File: src/lc3b_settings.svh
`ifndef LC3B_SETTINGS_SVH
`define LC3B_SETTINGS_SVH

// Data and address width
`define LC3B_WORD_W 16

// General purpose registers R0 to R7
`define LC3B_REG_CNT 8

// First fetch address out of reset
`define LC3B_RESET_PC 16'h0000

`endif

File: src/lc3b_pkg.sv
`include "lc3b_settings.svh"

package lc3b_pkg;

    typedef logic [`LC3B_WORD_W-1:0] lc3b_word;
    typedef logic [2:0] lc3b_reg;

    // N in bit 2, Z in bit 1, P in bit 0
    typedef logic [2:0] lc3b_nzp;

    // Supported subset, everything else runs as a no-op
    typedef enum logic [3:0] {
        op_br  = 4'b0000,
        op_add = 4'b0001,
        op_and = 4'b0101,
        op_ldr = 4'b0110,
        op_str = 4'b0111,
        op_not = 4'b1001
    } lc3b_opcode;

    typedef enum logic [1:0] {
        alu_add,
        alu_and,
        alu_not,
        alu_pass
    } lc3b_aluop;

    typedef enum logic [1:0] {
        mux_reg,
        mux_imm5,
        mux_off6
    } lc3b_alumux_sel;

    // Operand source picked by the forwarding unit
    typedef enum logic [1:0] {
        fwd_reg,
        fwd_mem,
        fwd_wb
    } lc3b_fwd_sel;

    // Tail is imm5, or offset6[4:0] with imm as offset6[5]
    typedef union packed {
        struct packed {
            lc3b_opcode opcode;
            lc3b_reg    dest;
            lc3b_reg    src1;
            logic       imm;
            logic [4:0] tail;
        } op;
        struct packed {
            lc3b_opcode opcode;
            lc3b_nzp    nzp;
            logic [8:0] offset9;
        } br;
    } lc3b_instr;

    typedef struct packed {
        lc3b_opcode     opcode;
        lc3b_aluop      aluop;
        lc3b_alumux_sel alumux_sel;
        logic           load_regfile;
        logic           load_cc;
        logic           d_mem_read;
        logic           d_mem_write;
        logic           use_src2;
    } lc3b_ctrl;

    typedef struct packed {
        logic      valid;
        lc3b_ctrl  ctrl;
        lc3b_instr instr;
        lc3b_word  pc_plus2;
        lc3b_reg   dest;
        lc3b_reg   src1;
        lc3b_reg   src2;
        lc3b_word  src1_data;
        lc3b_word  src2_data;
        lc3b_word  alu_out;
        lc3b_word  addr;
    } lc3b_stage;

endpackage

File: src/lc3b_if.sv
// Register and cc update from the writeback stage
interface wb_if;
    logic               valid;
    logic               load_regfile;
    logic               load_cc;
    lc3b_pkg::lc3b_reg  dest;
    lc3b_pkg::lc3b_word data;

    modport sink (input valid, load_regfile, load_cc, dest, data);
endinterface

// Producer info from memory and writeback for the execute operands
interface fwd_if;
    lc3b_pkg::lc3b_reg     src1_ex;
    lc3b_pkg::lc3b_reg     src2_ex;
    lc3b_pkg::lc3b_reg     mem_dest;
    logic                  mem_load_regfile;
    lc3b_pkg::lc3b_word    mem_data;
    lc3b_pkg::lc3b_reg     wb_dest;
    logic                  wb_load_regfile;
    lc3b_pkg::lc3b_word    wb_data;
    lc3b_pkg::lc3b_fwd_sel sel_a;
    lc3b_pkg::lc3b_fwd_sel sel_b;

    modport unit (
        input  src1_ex, src2_ex, mem_dest, mem_load_regfile, wb_dest, wb_load_regfile,
        output sel_a, sel_b
    );
    modport exec (input sel_a, sel_b, mem_data, wb_data);
endinterface

File: src/lc3b_control_rom.sv
module lc3b_control_rom (
    input  lc3b_pkg::lc3b_instr i_instr,
    output lc3b_pkg::lc3b_ctrl  o_ctrl
);

    lc3b_pkg::lc3b_alumux_sel imm_or_reg;

    // Bit 5 picks imm5 over SR2 for ADD and AND
    assign imm_or_reg = i_instr.op.imm ? lc3b_pkg::mux_imm5 : lc3b_pkg::mux_reg;

    always_comb begin
        o_ctrl = '0;
        o_ctrl.opcode = i_instr.op.opcode;
        o_ctrl.aluop = lc3b_pkg::alu_pass;
        o_ctrl.alumux_sel = lc3b_pkg::mux_reg;

        case (i_instr.op.opcode)
            lc3b_pkg::op_add: begin
                o_ctrl.aluop = lc3b_pkg::alu_add;
                o_ctrl.alumux_sel = imm_or_reg;
                o_ctrl.load_regfile = 1'b1;
                o_ctrl.load_cc = 1'b1;
            end
            lc3b_pkg::op_and: begin
                o_ctrl.aluop = lc3b_pkg::alu_and;
                o_ctrl.alumux_sel = imm_or_reg;
                o_ctrl.load_regfile = 1'b1;
                o_ctrl.load_cc = 1'b1;
            end
            lc3b_pkg::op_not: begin
                o_ctrl.aluop = lc3b_pkg::alu_not;
                o_ctrl.load_regfile = 1'b1;
                o_ctrl.load_cc = 1'b1;
            end
            lc3b_pkg::op_ldr: begin
                // Base plus scaled offset6 gives the address
                o_ctrl.aluop = lc3b_pkg::alu_add;
                o_ctrl.alumux_sel = lc3b_pkg::mux_off6;
                o_ctrl.load_regfile = 1'b1;
                o_ctrl.load_cc = 1'b1;
                o_ctrl.d_mem_read = 1'b1;
            end
            lc3b_pkg::op_str: begin
                o_ctrl.aluop = lc3b_pkg::alu_add;
                o_ctrl.alumux_sel = lc3b_pkg::mux_off6;
                o_ctrl.d_mem_write = 1'b1;
                // Store source sits in the dest field
                o_ctrl.use_src2 = 1'b1;
            end
            default: begin
                // BR resolves in writeback, other opcodes do nothing
                o_ctrl.aluop = lc3b_pkg::alu_pass;
            end
        endcase
    end

endmodule

File: src/lc3b_datapath.sv
`include "lc3b_settings.svh"

module lc3b_datapath (
    input  logic                    clk,
    input  logic                    i_rst_n,
    input  logic                    i_i_mem_resp,
    input  logic [`LC3B_WORD_W-1:0] i_i_mem_rdata,
    input  logic                    i_d_mem_resp,
    input  logic [`LC3B_WORD_W-1:0] i_d_mem_rdata,
    output logic                    o_i_mem_read,
    output logic [`LC3B_WORD_W-1:0] o_i_mem_address,
    output logic                    o_d_mem_read,
    output logic                    o_d_mem_write,
    output logic [`LC3B_WORD_W-1:0] o_d_mem_address,
    output logic [`LC3B_WORD_W-1:0] o_d_mem_wdata
);

    lc3b_pkg::lc3b_word  pc;
    lc3b_pkg::lc3b_word  pc_plus2;
    lc3b_pkg::lc3b_stage de_rec, ex_rec, mem_rec, wb_rec;
    lc3b_pkg::lc3b_stage fetch_out, decode_out, exec_out, memory_out;
    lc3b_pkg::lc3b_ctrl  de_ctrl;
    lc3b_pkg::lc3b_reg   de_src1, de_src2;
    lc3b_pkg::lc3b_word  de_src1_data, de_src2_data;
    lc3b_pkg::lc3b_word  ex_alu_out, ex_store_data, ex_br_target;
    lc3b_pkg::lc3b_word  d_rdata_q, mem_load_data, mem_result;
    logic                d_done, mem_busy, advance, br_enable, flush;

    wb_if  wb();
    fwd_if fwd();

    assign pc_plus2 = pc + lc3b_pkg::lc3b_word'(2);

    // Fetch
    always_comb begin
        fetch_out = '0;
        fetch_out.valid = 1'b1;
        fetch_out.instr = i_i_mem_rdata;
        fetch_out.pc_plus2 = pc_plus2;
    end

    // Decode
    lc3b_control_rom u_control_rom (.i_instr(de_rec.instr), .o_ctrl(de_ctrl));

    assign de_src1 = de_rec.instr.op.src1;
    assign de_src2 = de_ctrl.use_src2 ? de_rec.instr.op.dest : de_rec.instr.op.tail[2:0];

    lc3b_regfile u_regfile (
        .clk, .i_rst_n,
        .i_src1(de_src1), .i_src2(de_src2),
        .i_br_nzp(wb_rec.instr.br.nzp),
        .wb(wb),
        .o_src1_data(de_src1_data), .o_src2_data(de_src2_data),
        .o_br_enable(br_enable)
    );

    always_comb begin
        decode_out = de_rec;
        decode_out.ctrl = de_ctrl;
        decode_out.dest = de_rec.instr.op.dest;
        decode_out.src1 = de_src1;
        decode_out.src2 = de_src2;
        decode_out.src1_data = de_src1_data;
        decode_out.src2_data = de_src2_data;
    end

    // Execute
    lc3b_forwarding_unit u_forwarding_unit (.fwd(fwd));

    lc3b_execute u_execute (
        .i_rec(ex_rec), .fwd(fwd),
        .o_alu_out(ex_alu_out), .o_store_data(ex_store_data), .o_br_target(ex_br_target)
    );

    always_comb begin
        exec_out = ex_rec;
        exec_out.alu_out = ex_alu_out;
        exec_out.src2_data = ex_store_data;
        exec_out.addr = (ex_rec.ctrl.d_mem_read || ex_rec.ctrl.d_mem_write) ?
                        ex_alu_out : ex_br_target;
    end

    // Memory port, request dropped once answered while the pipe still waits
    assign o_d_mem_read = mem_rec.valid && mem_rec.ctrl.d_mem_read && !d_done;
    assign o_d_mem_write = mem_rec.valid && mem_rec.ctrl.d_mem_write && !d_done;
    assign o_d_mem_address = mem_rec.addr;
    assign o_d_mem_wdata = mem_rec.src2_data;
    assign mem_busy = o_d_mem_read || o_d_mem_write;

    always_ff @(posedge clk) begin
        if (!i_rst_n) begin
            d_done <= 1'b0;
        end else if (advance) begin
            d_done <= 1'b0;
        end else if (mem_busy && i_d_mem_resp) begin
            d_done <= 1'b1;
        end
    end

    always_ff @(posedge clk) begin
        if (o_d_mem_read && i_d_mem_resp) begin
            d_rdata_q <= i_d_mem_rdata;
        end
    end

    assign mem_load_data = d_done ? d_rdata_q : i_d_mem_rdata;
    assign mem_result = mem_rec.ctrl.d_mem_read ? mem_load_data : mem_rec.alu_out;

    always_comb begin
        memory_out = mem_rec;
        memory_out.alu_out = mem_result;
    end

    // Writeback and branch resolution
    assign flush = wb_rec.valid && wb_rec.ctrl.opcode == lc3b_pkg::op_br && br_enable;
    assign advance = i_i_mem_resp && (!mem_busy || i_d_mem_resp);

    assign wb.valid = wb_rec.valid && advance;
    assign wb.load_regfile = wb_rec.ctrl.load_regfile;
    assign wb.load_cc = wb_rec.ctrl.load_cc;
    assign wb.dest = wb_rec.dest;
    assign wb.data = wb_rec.alu_out;

    assign fwd.src1_ex = ex_rec.src1;
    assign fwd.src2_ex = ex_rec.src2;
    assign fwd.mem_dest = mem_rec.dest;
    assign fwd.mem_load_regfile = mem_rec.valid && mem_rec.ctrl.load_regfile;
    assign fwd.mem_data = mem_result;
    assign fwd.wb_dest = wb_rec.dest;
    assign fwd.wb_load_regfile = wb_rec.valid && wb_rec.ctrl.load_regfile;
    assign fwd.wb_data = wb_rec.alu_out;

    always_ff @(posedge clk) begin
        if (!i_rst_n) begin
            pc <= `LC3B_RESET_PC;
            de_rec.valid <= 1'b0;
            ex_rec.valid <= 1'b0;
            mem_rec.valid <= 1'b0;
            wb_rec.valid <= 1'b0;
        end else if (advance) begin
            if (flush) begin
                pc <= wb_rec.addr;
                de_rec.valid <= 1'b0;
                ex_rec.valid <= 1'b0;
                mem_rec.valid <= 1'b0;
                wb_rec.valid <= 1'b0;
            end else begin
                pc <= pc_plus2;
                de_rec <= fetch_out;
                ex_rec <= decode_out;
                mem_rec <= exec_out;
                wb_rec <= memory_out;
            end
        end
    end

    assign o_i_mem_read = i_rst_n;
    assign o_i_mem_address = pc;

    d_rd_wr_excl: assert property (@(posedge clk) !(o_d_mem_read && o_d_mem_write))
        else $error("data port read and write both high");

    d_addr_stable: assert property (@(posedge clk) disable iff (!i_rst_n)
        mem_busy && !i_d_mem_resp |=> mem_busy && $stable(o_d_mem_address))
        else $error("data request changed before its response");

    no_valid_in_reset: assert property (@(posedge clk)
        !i_rst_n |=> !(de_rec.valid || ex_rec.valid || mem_rec.valid || wb_rec.valid))
        else $error("pipeline record valid during reset");

endmodule

File: src/lc3b_execute.sv
module lc3b_execute (
    input  lc3b_pkg::lc3b_stage i_rec,
    fwd_if.exec                 fwd,
    output lc3b_pkg::lc3b_word  o_alu_out,
    output lc3b_pkg::lc3b_word  o_store_data,
    output lc3b_pkg::lc3b_word  o_br_target
);

    lc3b_pkg::lc3b_word op_a;
    lc3b_pkg::lc3b_word op_b_reg;
    lc3b_pkg::lc3b_word op_b;
    lc3b_pkg::lc3b_word imm5_sext;
    lc3b_pkg::lc3b_word off6_adj;
    lc3b_pkg::lc3b_word off9_adj;

    function automatic lc3b_pkg::lc3b_word fwd_mux(
        input lc3b_pkg::lc3b_fwd_sel sel,
        input lc3b_pkg::lc3b_word    reg_val,
        input lc3b_pkg::lc3b_word    mem_val,
        input lc3b_pkg::lc3b_word    wb_val
    );
        lc3b_pkg::lc3b_word val;
        case (sel)
            lc3b_pkg::fwd_mem: val = mem_val;
            lc3b_pkg::fwd_wb:  val = wb_val;
            default:           val = reg_val;
        endcase
        return val;
    endfunction

    assign op_a = fwd_mux(fwd.sel_a, i_rec.src1_data, fwd.mem_data, fwd.wb_data);
    assign op_b_reg = fwd_mux(fwd.sel_b, i_rec.src2_data, fwd.mem_data, fwd.wb_data);

    // Offsets are word offsets, scaled to bytes
    assign imm5_sext = lc3b_pkg::lc3b_word'(signed'(i_rec.instr.op.tail));
    assign off6_adj = lc3b_pkg::lc3b_word'(signed'({i_rec.instr.op.imm,
                                                    i_rec.instr.op.tail})) << 1;
    assign off9_adj = lc3b_pkg::lc3b_word'(signed'(i_rec.instr.br.offset9)) << 1;

    always_comb begin
        case (i_rec.ctrl.alumux_sel)
            lc3b_pkg::mux_imm5: op_b = imm5_sext;
            lc3b_pkg::mux_off6: op_b = off6_adj;
            default:            op_b = op_b_reg;
        endcase
    end

    always_comb begin
        case (i_rec.ctrl.aluop)
            lc3b_pkg::alu_add: o_alu_out = op_a + op_b;
            lc3b_pkg::alu_and: o_alu_out = op_a & op_b;
            lc3b_pkg::alu_not: o_alu_out = ~op_a;
            default:           o_alu_out = op_a;
        endcase
    end

    // STR data is the forwarded SR read through src2
    assign o_store_data = op_b_reg;
    assign o_br_target = i_rec.pc_plus2 + off9_adj;

endmodule

File: src/lc3b_forwarding_unit.sv
module lc3b_forwarding_unit (
    fwd_if.unit fwd
);

    // Youngest producer wins, so memory is checked before writeback
    function automatic lc3b_pkg::lc3b_fwd_sel pick_source(
        input lc3b_pkg::lc3b_reg src,
        input lc3b_pkg::lc3b_reg mem_dest,
        input logic              mem_load,
        input lc3b_pkg::lc3b_reg wb_dest,
        input logic              wb_load
    );
        lc3b_pkg::lc3b_fwd_sel sel;
        sel = lc3b_pkg::fwd_reg;
        if (mem_load && mem_dest == src) begin
            sel = lc3b_pkg::fwd_mem;
        end else if (wb_load && wb_dest == src) begin
            sel = lc3b_pkg::fwd_wb;
        end
        return sel;
    endfunction

    assign fwd.sel_a = pick_source(fwd.src1_ex, fwd.mem_dest, fwd.mem_load_regfile,
                                   fwd.wb_dest, fwd.wb_load_regfile);
    assign fwd.sel_b = pick_source(fwd.src2_ex, fwd.mem_dest, fwd.mem_load_regfile,
                                   fwd.wb_dest, fwd.wb_load_regfile);

    always_comb begin
        sel_range: assert (fwd.sel_a inside {lc3b_pkg::fwd_reg, lc3b_pkg::fwd_mem,
                                             lc3b_pkg::fwd_wb} &&
                           fwd.sel_b inside {lc3b_pkg::fwd_reg, lc3b_pkg::fwd_mem,
                                             lc3b_pkg::fwd_wb})
            else $error("forwarding select out of range");
    end

endmodule

File: src/lc3b_regfile.sv
`include "lc3b_settings.svh"

module lc3b_regfile (
    input  logic               clk,
    input  logic               i_rst_n,
    input  lc3b_pkg::lc3b_reg  i_src1,
    input  lc3b_pkg::lc3b_reg  i_src2,
    input  lc3b_pkg::lc3b_nzp  i_br_nzp,
    wb_if.sink                 wb,
    output lc3b_pkg::lc3b_word o_src1_data,
    output lc3b_pkg::lc3b_word o_src2_data,
    output logic               o_br_enable
);

    lc3b_pkg::lc3b_word regs [`LC3B_REG_CNT];
    lc3b_pkg::lc3b_nzp  cc;
    lc3b_pkg::lc3b_nzp  gencc;
    logic               wr_en;

    assign wr_en = wb.valid && wb.load_regfile;

    always_comb begin
        if (wb.data[`LC3B_WORD_W-1]) begin
            gencc = 3'b100;
        end else if (wb.data == '0) begin
            gencc = 3'b010;
        end else begin
            gencc = 3'b001;
        end
    end

    always_ff @(posedge clk) begin
        if (!i_rst_n) begin
            for (int i = 0; i < `LC3B_REG_CNT; i++) begin
                regs[i] <= '0;
            end
            cc <= 3'b010;
        end else begin
            if (wr_en) begin
                regs[wb.dest] <= wb.data;
            end
            if (wb.valid && wb.load_cc) begin
                cc <= gencc;
            end
        end
    end

    // Decode sees the value written at this same edge
    assign o_src1_data = (wr_en && wb.dest == i_src1) ? wb.data : regs[i_src1];
    assign o_src2_data = (wr_en && wb.dest == i_src2) ? wb.data : regs[i_src2];

    assign o_br_enable = |(i_br_nzp & cc);

    cc_onehot: assert property (@(posedge clk) disable iff (!i_rst_n) $onehot(cc))
        else $error("cc register lost its one-hot value");

endmodule

File: config.mk
export PLATFORM = sky130hd
export DESIGN_NAME = lc3b_datapath
export DESIGN_NICKNAME = d
export VERILOG_FILES = /design/src/lc3b_pkg.sv /design/src/lc3b_if.sv /design/src/lc3b_control_rom.sv /design/src/lc3b_datapath.sv /design/src/lc3b_execute.sv /design/src/lc3b_forwarding_unit.sv /design/src/lc3b_regfile.sv
export VERILOG_INCLUDE_DIRS = /design/src
export SDC_FILE = /design/constraint.sdc
export NUM_CORES = 1
export LEC_CHECK = 0
export BUFFER_PORTS_ARGS = -buffer_cell sky130_fd_sc_hd__buf_2
export CAP_MARGIN = 20
export CELL_PAD_IN_SITES_DETAIL_PLACEMENT = 1
export CELL_PAD_IN_SITES_GLOBAL_PLACEMENT = 1
export CORE_ASPECT_RATIO = 1.2
export CORE_MARGIN = 2
export CORE_UTILIZATION = 52
export CTS_CLUSTER_SIZE = 30
export DETAILED_ROUTE_END_ITERATION = 16
export GPL_ROUTABILITY_DRIVEN = 0
export PLACE_DENSITY_LB_ADDON = 0.1
export SETUP_SLACK_MARGIN = 0.5
export SKIP_LAST_GASP = 1
export SYNTH_ARGS = -nofsm -noshare
export SYNTH_HDL_FRONTEND = slang
export SYNTH_HIERARCHICAL = 1
export SYNTH_SLANG_ARGS = --single-unit
File: constraint.sdc
create_clock -name clk -period 7.1 [get_ports clk]
set_input_delay 1.42 -clock clk [delete_from_list [all_inputs] [get_ports clk]]
set_output_delay 1.42 -clock clk [all_outputs]
set_load 0.005 [all_outputs]
== Yosys cells after proc, flatten, opt, wreduce, memory -nomap -nowiden ==
Memory sizes are Yosys's and may differ from the RTL's. A register that Yosys moved wholly into a read port is not among the register bits.
Cells that the tools add are included.
Widths: inputs -> output; s select.

* RAM bits: 128
* Memories kept: 1
* Register bits after elaboration: 245
* Logic and storage cells: 131
* Output and inout port bits: 51

{| class="wikitable"
|+ Memories
! memory !! depth !! bits a word !! rd ports !! clocked after Yosys merged registers in !! wr ports !! line !! RTL
|-
| u_regfile.regs || 8 || 16 || 2 || 2 || 8 || lc3b_regfile.sv:15 || <nowiki>lc3b_pkg::lc3b_word regs [`LC3B_REG_CNT];</nowiki>
|}

* Add/sub/neg operators: 3
* Multiplexer cells: 32
* Reductions and logical operators: 34
* Eq/ne operators: 17
* Bitwise gates (word level): 5

{| class="wikitable"
|+ Operators by type and width
! cell !! count
|-
| $pmux 16 s2 || 3
|-
| $mux 16 || 5
|-
| $pmux 16 s3 || 1
|-
| $add 16x16->16 || 2
|-
| $logic_and 1x1->1 || 18
|-
| $add 16x2->16 const B || 1
|-
| $and 16x16->16 || 1
|-
| $logic_not 16->1 || 1
|-
| $not 16->16 || 1
|-
| $reduce_or 16->1 || 1
|-
| $mux 2 || 7
|-
| $eq 3x3->1 || 4
|-
| $eq 4x3->1 const B || 3
|-
| $mux 1 || 11
|-
| $mux 3 || 3
|-
| $eq 2x1->1 const B || 4
|-
| $eq 2x2->1 const B || 4
|-
| $pmux 2 s3 || 1
|-
| $reduce_or 2->1 || 3
|-
| $reduce_or 3->1 || 2
|-
| $eq 4x1->1 const B || 1
|-
| $eq 4x4->1 const B || 1
|-
| $logic_not 4->1 || 1
|-
| $pmux 2 s2 || 1
|-
| other kinds (7) || 11
|}

== Depth between registers and ports, before layout ==
* Depth in word-level cells: 13
* Mapped depth: 21

== Hierarchy ==
Netlist, hierarchy kept.

{| class="wikitable"
|+ By module, submodules not included
! module !! area each (sq um) !! cells each !! sequential area each (sq um) !! instances
|-
| lc3b_datapath || 9012.4 || 518 || 7267.0 || 1
|-
| lc3b_regfile || 7593.5 || 518 || 3903.7 || 1
|-
| lc3b_execute || 2844.0 || 444 || 0.0 || 1
|-
| lc3b_forwarding_unit || 152.6 || 18 || 0.0 || 1
|-
| lc3b_control_rom || 138.9 || 18 || 0.0 || 1
|}

== Worst setup path after synthesis ==
No wires, ideal clock.

* Path type: input to register
* Start: in i_rst_n
* End: reg de_rec[100] (netlist name), enable pin
* Arrival: 5.977 ns
* Setup slack: 0.560 ns
* Stages on the path: 3
* Buffers on the path: 1
* Path through: clkbuf_1 > nand3_1 > inv_1

* Word-level cells in the longest chain between the ends: 1

{| class="wikitable"
|+ Ends and longest elaborated chain
! item !! line !! RTL
|-
| start, declared || lc3b_datapath.sv:5 || <nowiki>input logic i_rst_n,</nowiki>
|-
| $reduce_and 3->1 (no source line) || - ||
|-
| end signal, assigned || lc3b_datapath.sv:149 || <nowiki>de_rec <= fetch_out;</nowiki>
|-
| end, declared || lc3b_datapath.sv:20 || <nowiki>lc3b_pkg::lc3b_stage de_rec, ex_rec, mem_rec, wb_rec;</nowiki>
|}

No other way between the ends.
A chain may end at the register's enable or synchronous reset.

==> impl_results.md <==
- Final period util: 68.4%
- Starting Density: 52.9%
- Number of diodes: 0
- Max Cap Violations: 0
- Setup-failing EPs final: 0
- CP Max Fanout: 32
- Hold Path Class: reg -> reg
- Mapped Cells: approximately 1.5k
- Critical Path RT: 7390 ps
- Peak supply drop: 0.000272 V
- Sw Share: 23.5%
- Dpl hpwl: 34,400 um
- DRC: 0
- First-pass GRT wire length: 77,900 um
- Synthesized area per cell: 13.0 um2
- ANT nets after route: 0
- Sequential power share: 50.1%
- Routed via count: 12.4k
- Clk pwr share: 40.8%
- IO Port Bufs: 86
- Via density per instance: 6.10
- Critical path launch point type: register
- Achievable frequency: 0.206 GHz
- Post-CTS setup buffers: 0
- Vias in the first global route: ~13k
- Net switching power: 1.21 mW
- Pre-CTS WS: approximately 2300 ps
- Power per cell area: 241 nW/um2
- RSZ-0062 raised after global routing: no
- DR iter-0 viols: 859
- Site Rows: 77
- Crit end category: register
- FF+latch area: 11,000 um2
- Final count of hold timing violations: 0
- Fill count: 3,662
- Maximum clock path buffer count: 3
- Multi-input logic area: 7640 um2
- Lkg Pwr: 7.97 nW
- Worst slew pin tran: 1110 ps
- Final worst setup slack: 2240 ps
- Area Overhead vs Synth: 9.08%
- Min Tclk post-route: 4860 ps
- Clk_skew: around 18 ps
- Status: completed
- Post-Route WL: 51,000 um
- WHS: 416 ps
- Post-Syn Area: 19,600 um2
- I/O Pins: 87
- Drt wl/cell: 25.1 um
- CTS Hold Bufs: 0
- Largest net degree at the start of global routing: 137
- Number of CTS-inserted buffers: 40
- Total grt overflow: 0
- CTS tree: yes
- Total GRT Usage: 26.2%
- Final count of pins violating max slew: 0
- Clock transition at path regs: 60 ps
- Htree depth: 2
- Clock Sinks: 375
- WP data arrival: 5150 ps
- Initial antenna violation count: 0
- Post-CTS sizing: 0
- Die width: 181 um
- CORE AREA: 37,000 um2
- Root Buffer Master: clkbuf_16
- Mapped Nets: approximately 1.6k
- Logic pwr share: under 10%
- Worst skew pair latency: 560 ps
- Syn. warnings: 6
- Slew HR: 26.1%
- Pint: 3.93 mW
- Die footprint: 39,200 um2
- First-pass DRT Iterations: 6
- Kind of critical path: reg -> reg
- Fin Setup TNS: 0 ps
- Chip Height: 217 um
- Nets: 1,600
- Fraction of layout instances using a drive strength above 1: 15.6%
## registers in the layout (all words and copies together), names as in the netlist, 3 cells and up
register	count
d_rdata_q	16
de_rec	33
ex_rec	73
fwd.src2_ex	3
fwd.wb_data	16
mem_rec	28
o_d_mem_address	16
o_d_mem_wdata	16
o_i_mem_address	16
u_regfile/cc	3
u_regfile/regs	128
wb_rec	24
## routing by layer
metal | track usage, % | vias to the layer above | wire length (um)
met5 | 0 | - | 0
met4 | 9.11 | 0 | 1510
met3 | 3.04 | 92 | 2020
met2 | 49.1 | 312 | 27100
met1 | 30.9 | 6284 | 20400
li1 | - | 5688 | -
## per-stage QoR
stage / util [%] / instances / power (mW) / cell area [um2]
finish: 57.8 / 2030 / 5.14 / 21400
global route: 57.8 / 2030 / 5.31 / 21400
CTS: 57.7 / 2029 / 5.19 / 21400
detailed placement: 54.1 / 1956 / 3.09 / 20000
global placement: 54.1 / 1956 / 3.07 / 20000
floorplan: - / 1510 / 2.95 / 19600
## worst paths after layout
kind,to,depth (start not counted),start,slack (ps)
setup / recovery,o_d_mem_address[12],16,ex_rec[97],2240
hold / removal,ex_rec[82],0,de_rec[82],420
setup reg to reg,o_d_mem_address[12],16,ex_rec[97],2240
hold reg to reg,ex_rec[82],0,de_rec[82],420
## cell type report
class	count	area share (%)
sequential	375	51.6
inverter	34	0.632
tap	474	2.78
multi-input combinational	960	35.8
clock inverter	23	1.01
timing repair buffer	114	3.03
clock buffer	50	5.20
## power groups by stage
stage	clock network (mW)	registers [mW]	logic, mW
3_5_place_dp	0	2.62	0.466
2_1_floorplan	0	2.60	0.353
6_report	2.10	2.58	0.469
4_1_cts	2.14	2.58	0.470
5_1_grt	2.21	2.58	0.510
3_3_place_gp	0	2.62	0.454
## layout by cell type (no fill, tap or decap), drive strengths merged, types with 37 or more instances in the layout
cell and n:
a21oi 94, a22oi 42, and2 136, buf 114
clkbuf 50, edfxtp 351, ha 37, mux2i 52
mux4 64, nand2 84, nor2 102, o21ai 58
xnor2 50
## critical path, stage by stage (launching register included)
cell and delay [ps]:
edfxtp_1 770, xnor2_1 200, and4_4 270, nor2_2 50, ha_1 910, nand2_1 130, o21ai_1 180, ha_1 230
inv_1 60, fa_1 380, nor2b_1 290, o31ai_1 180, a21o_1 190, a31oi_1 190, xnor2_1 140, a211oi_1 110
mux2_2 300
Power figures use the tool's default switching activity.
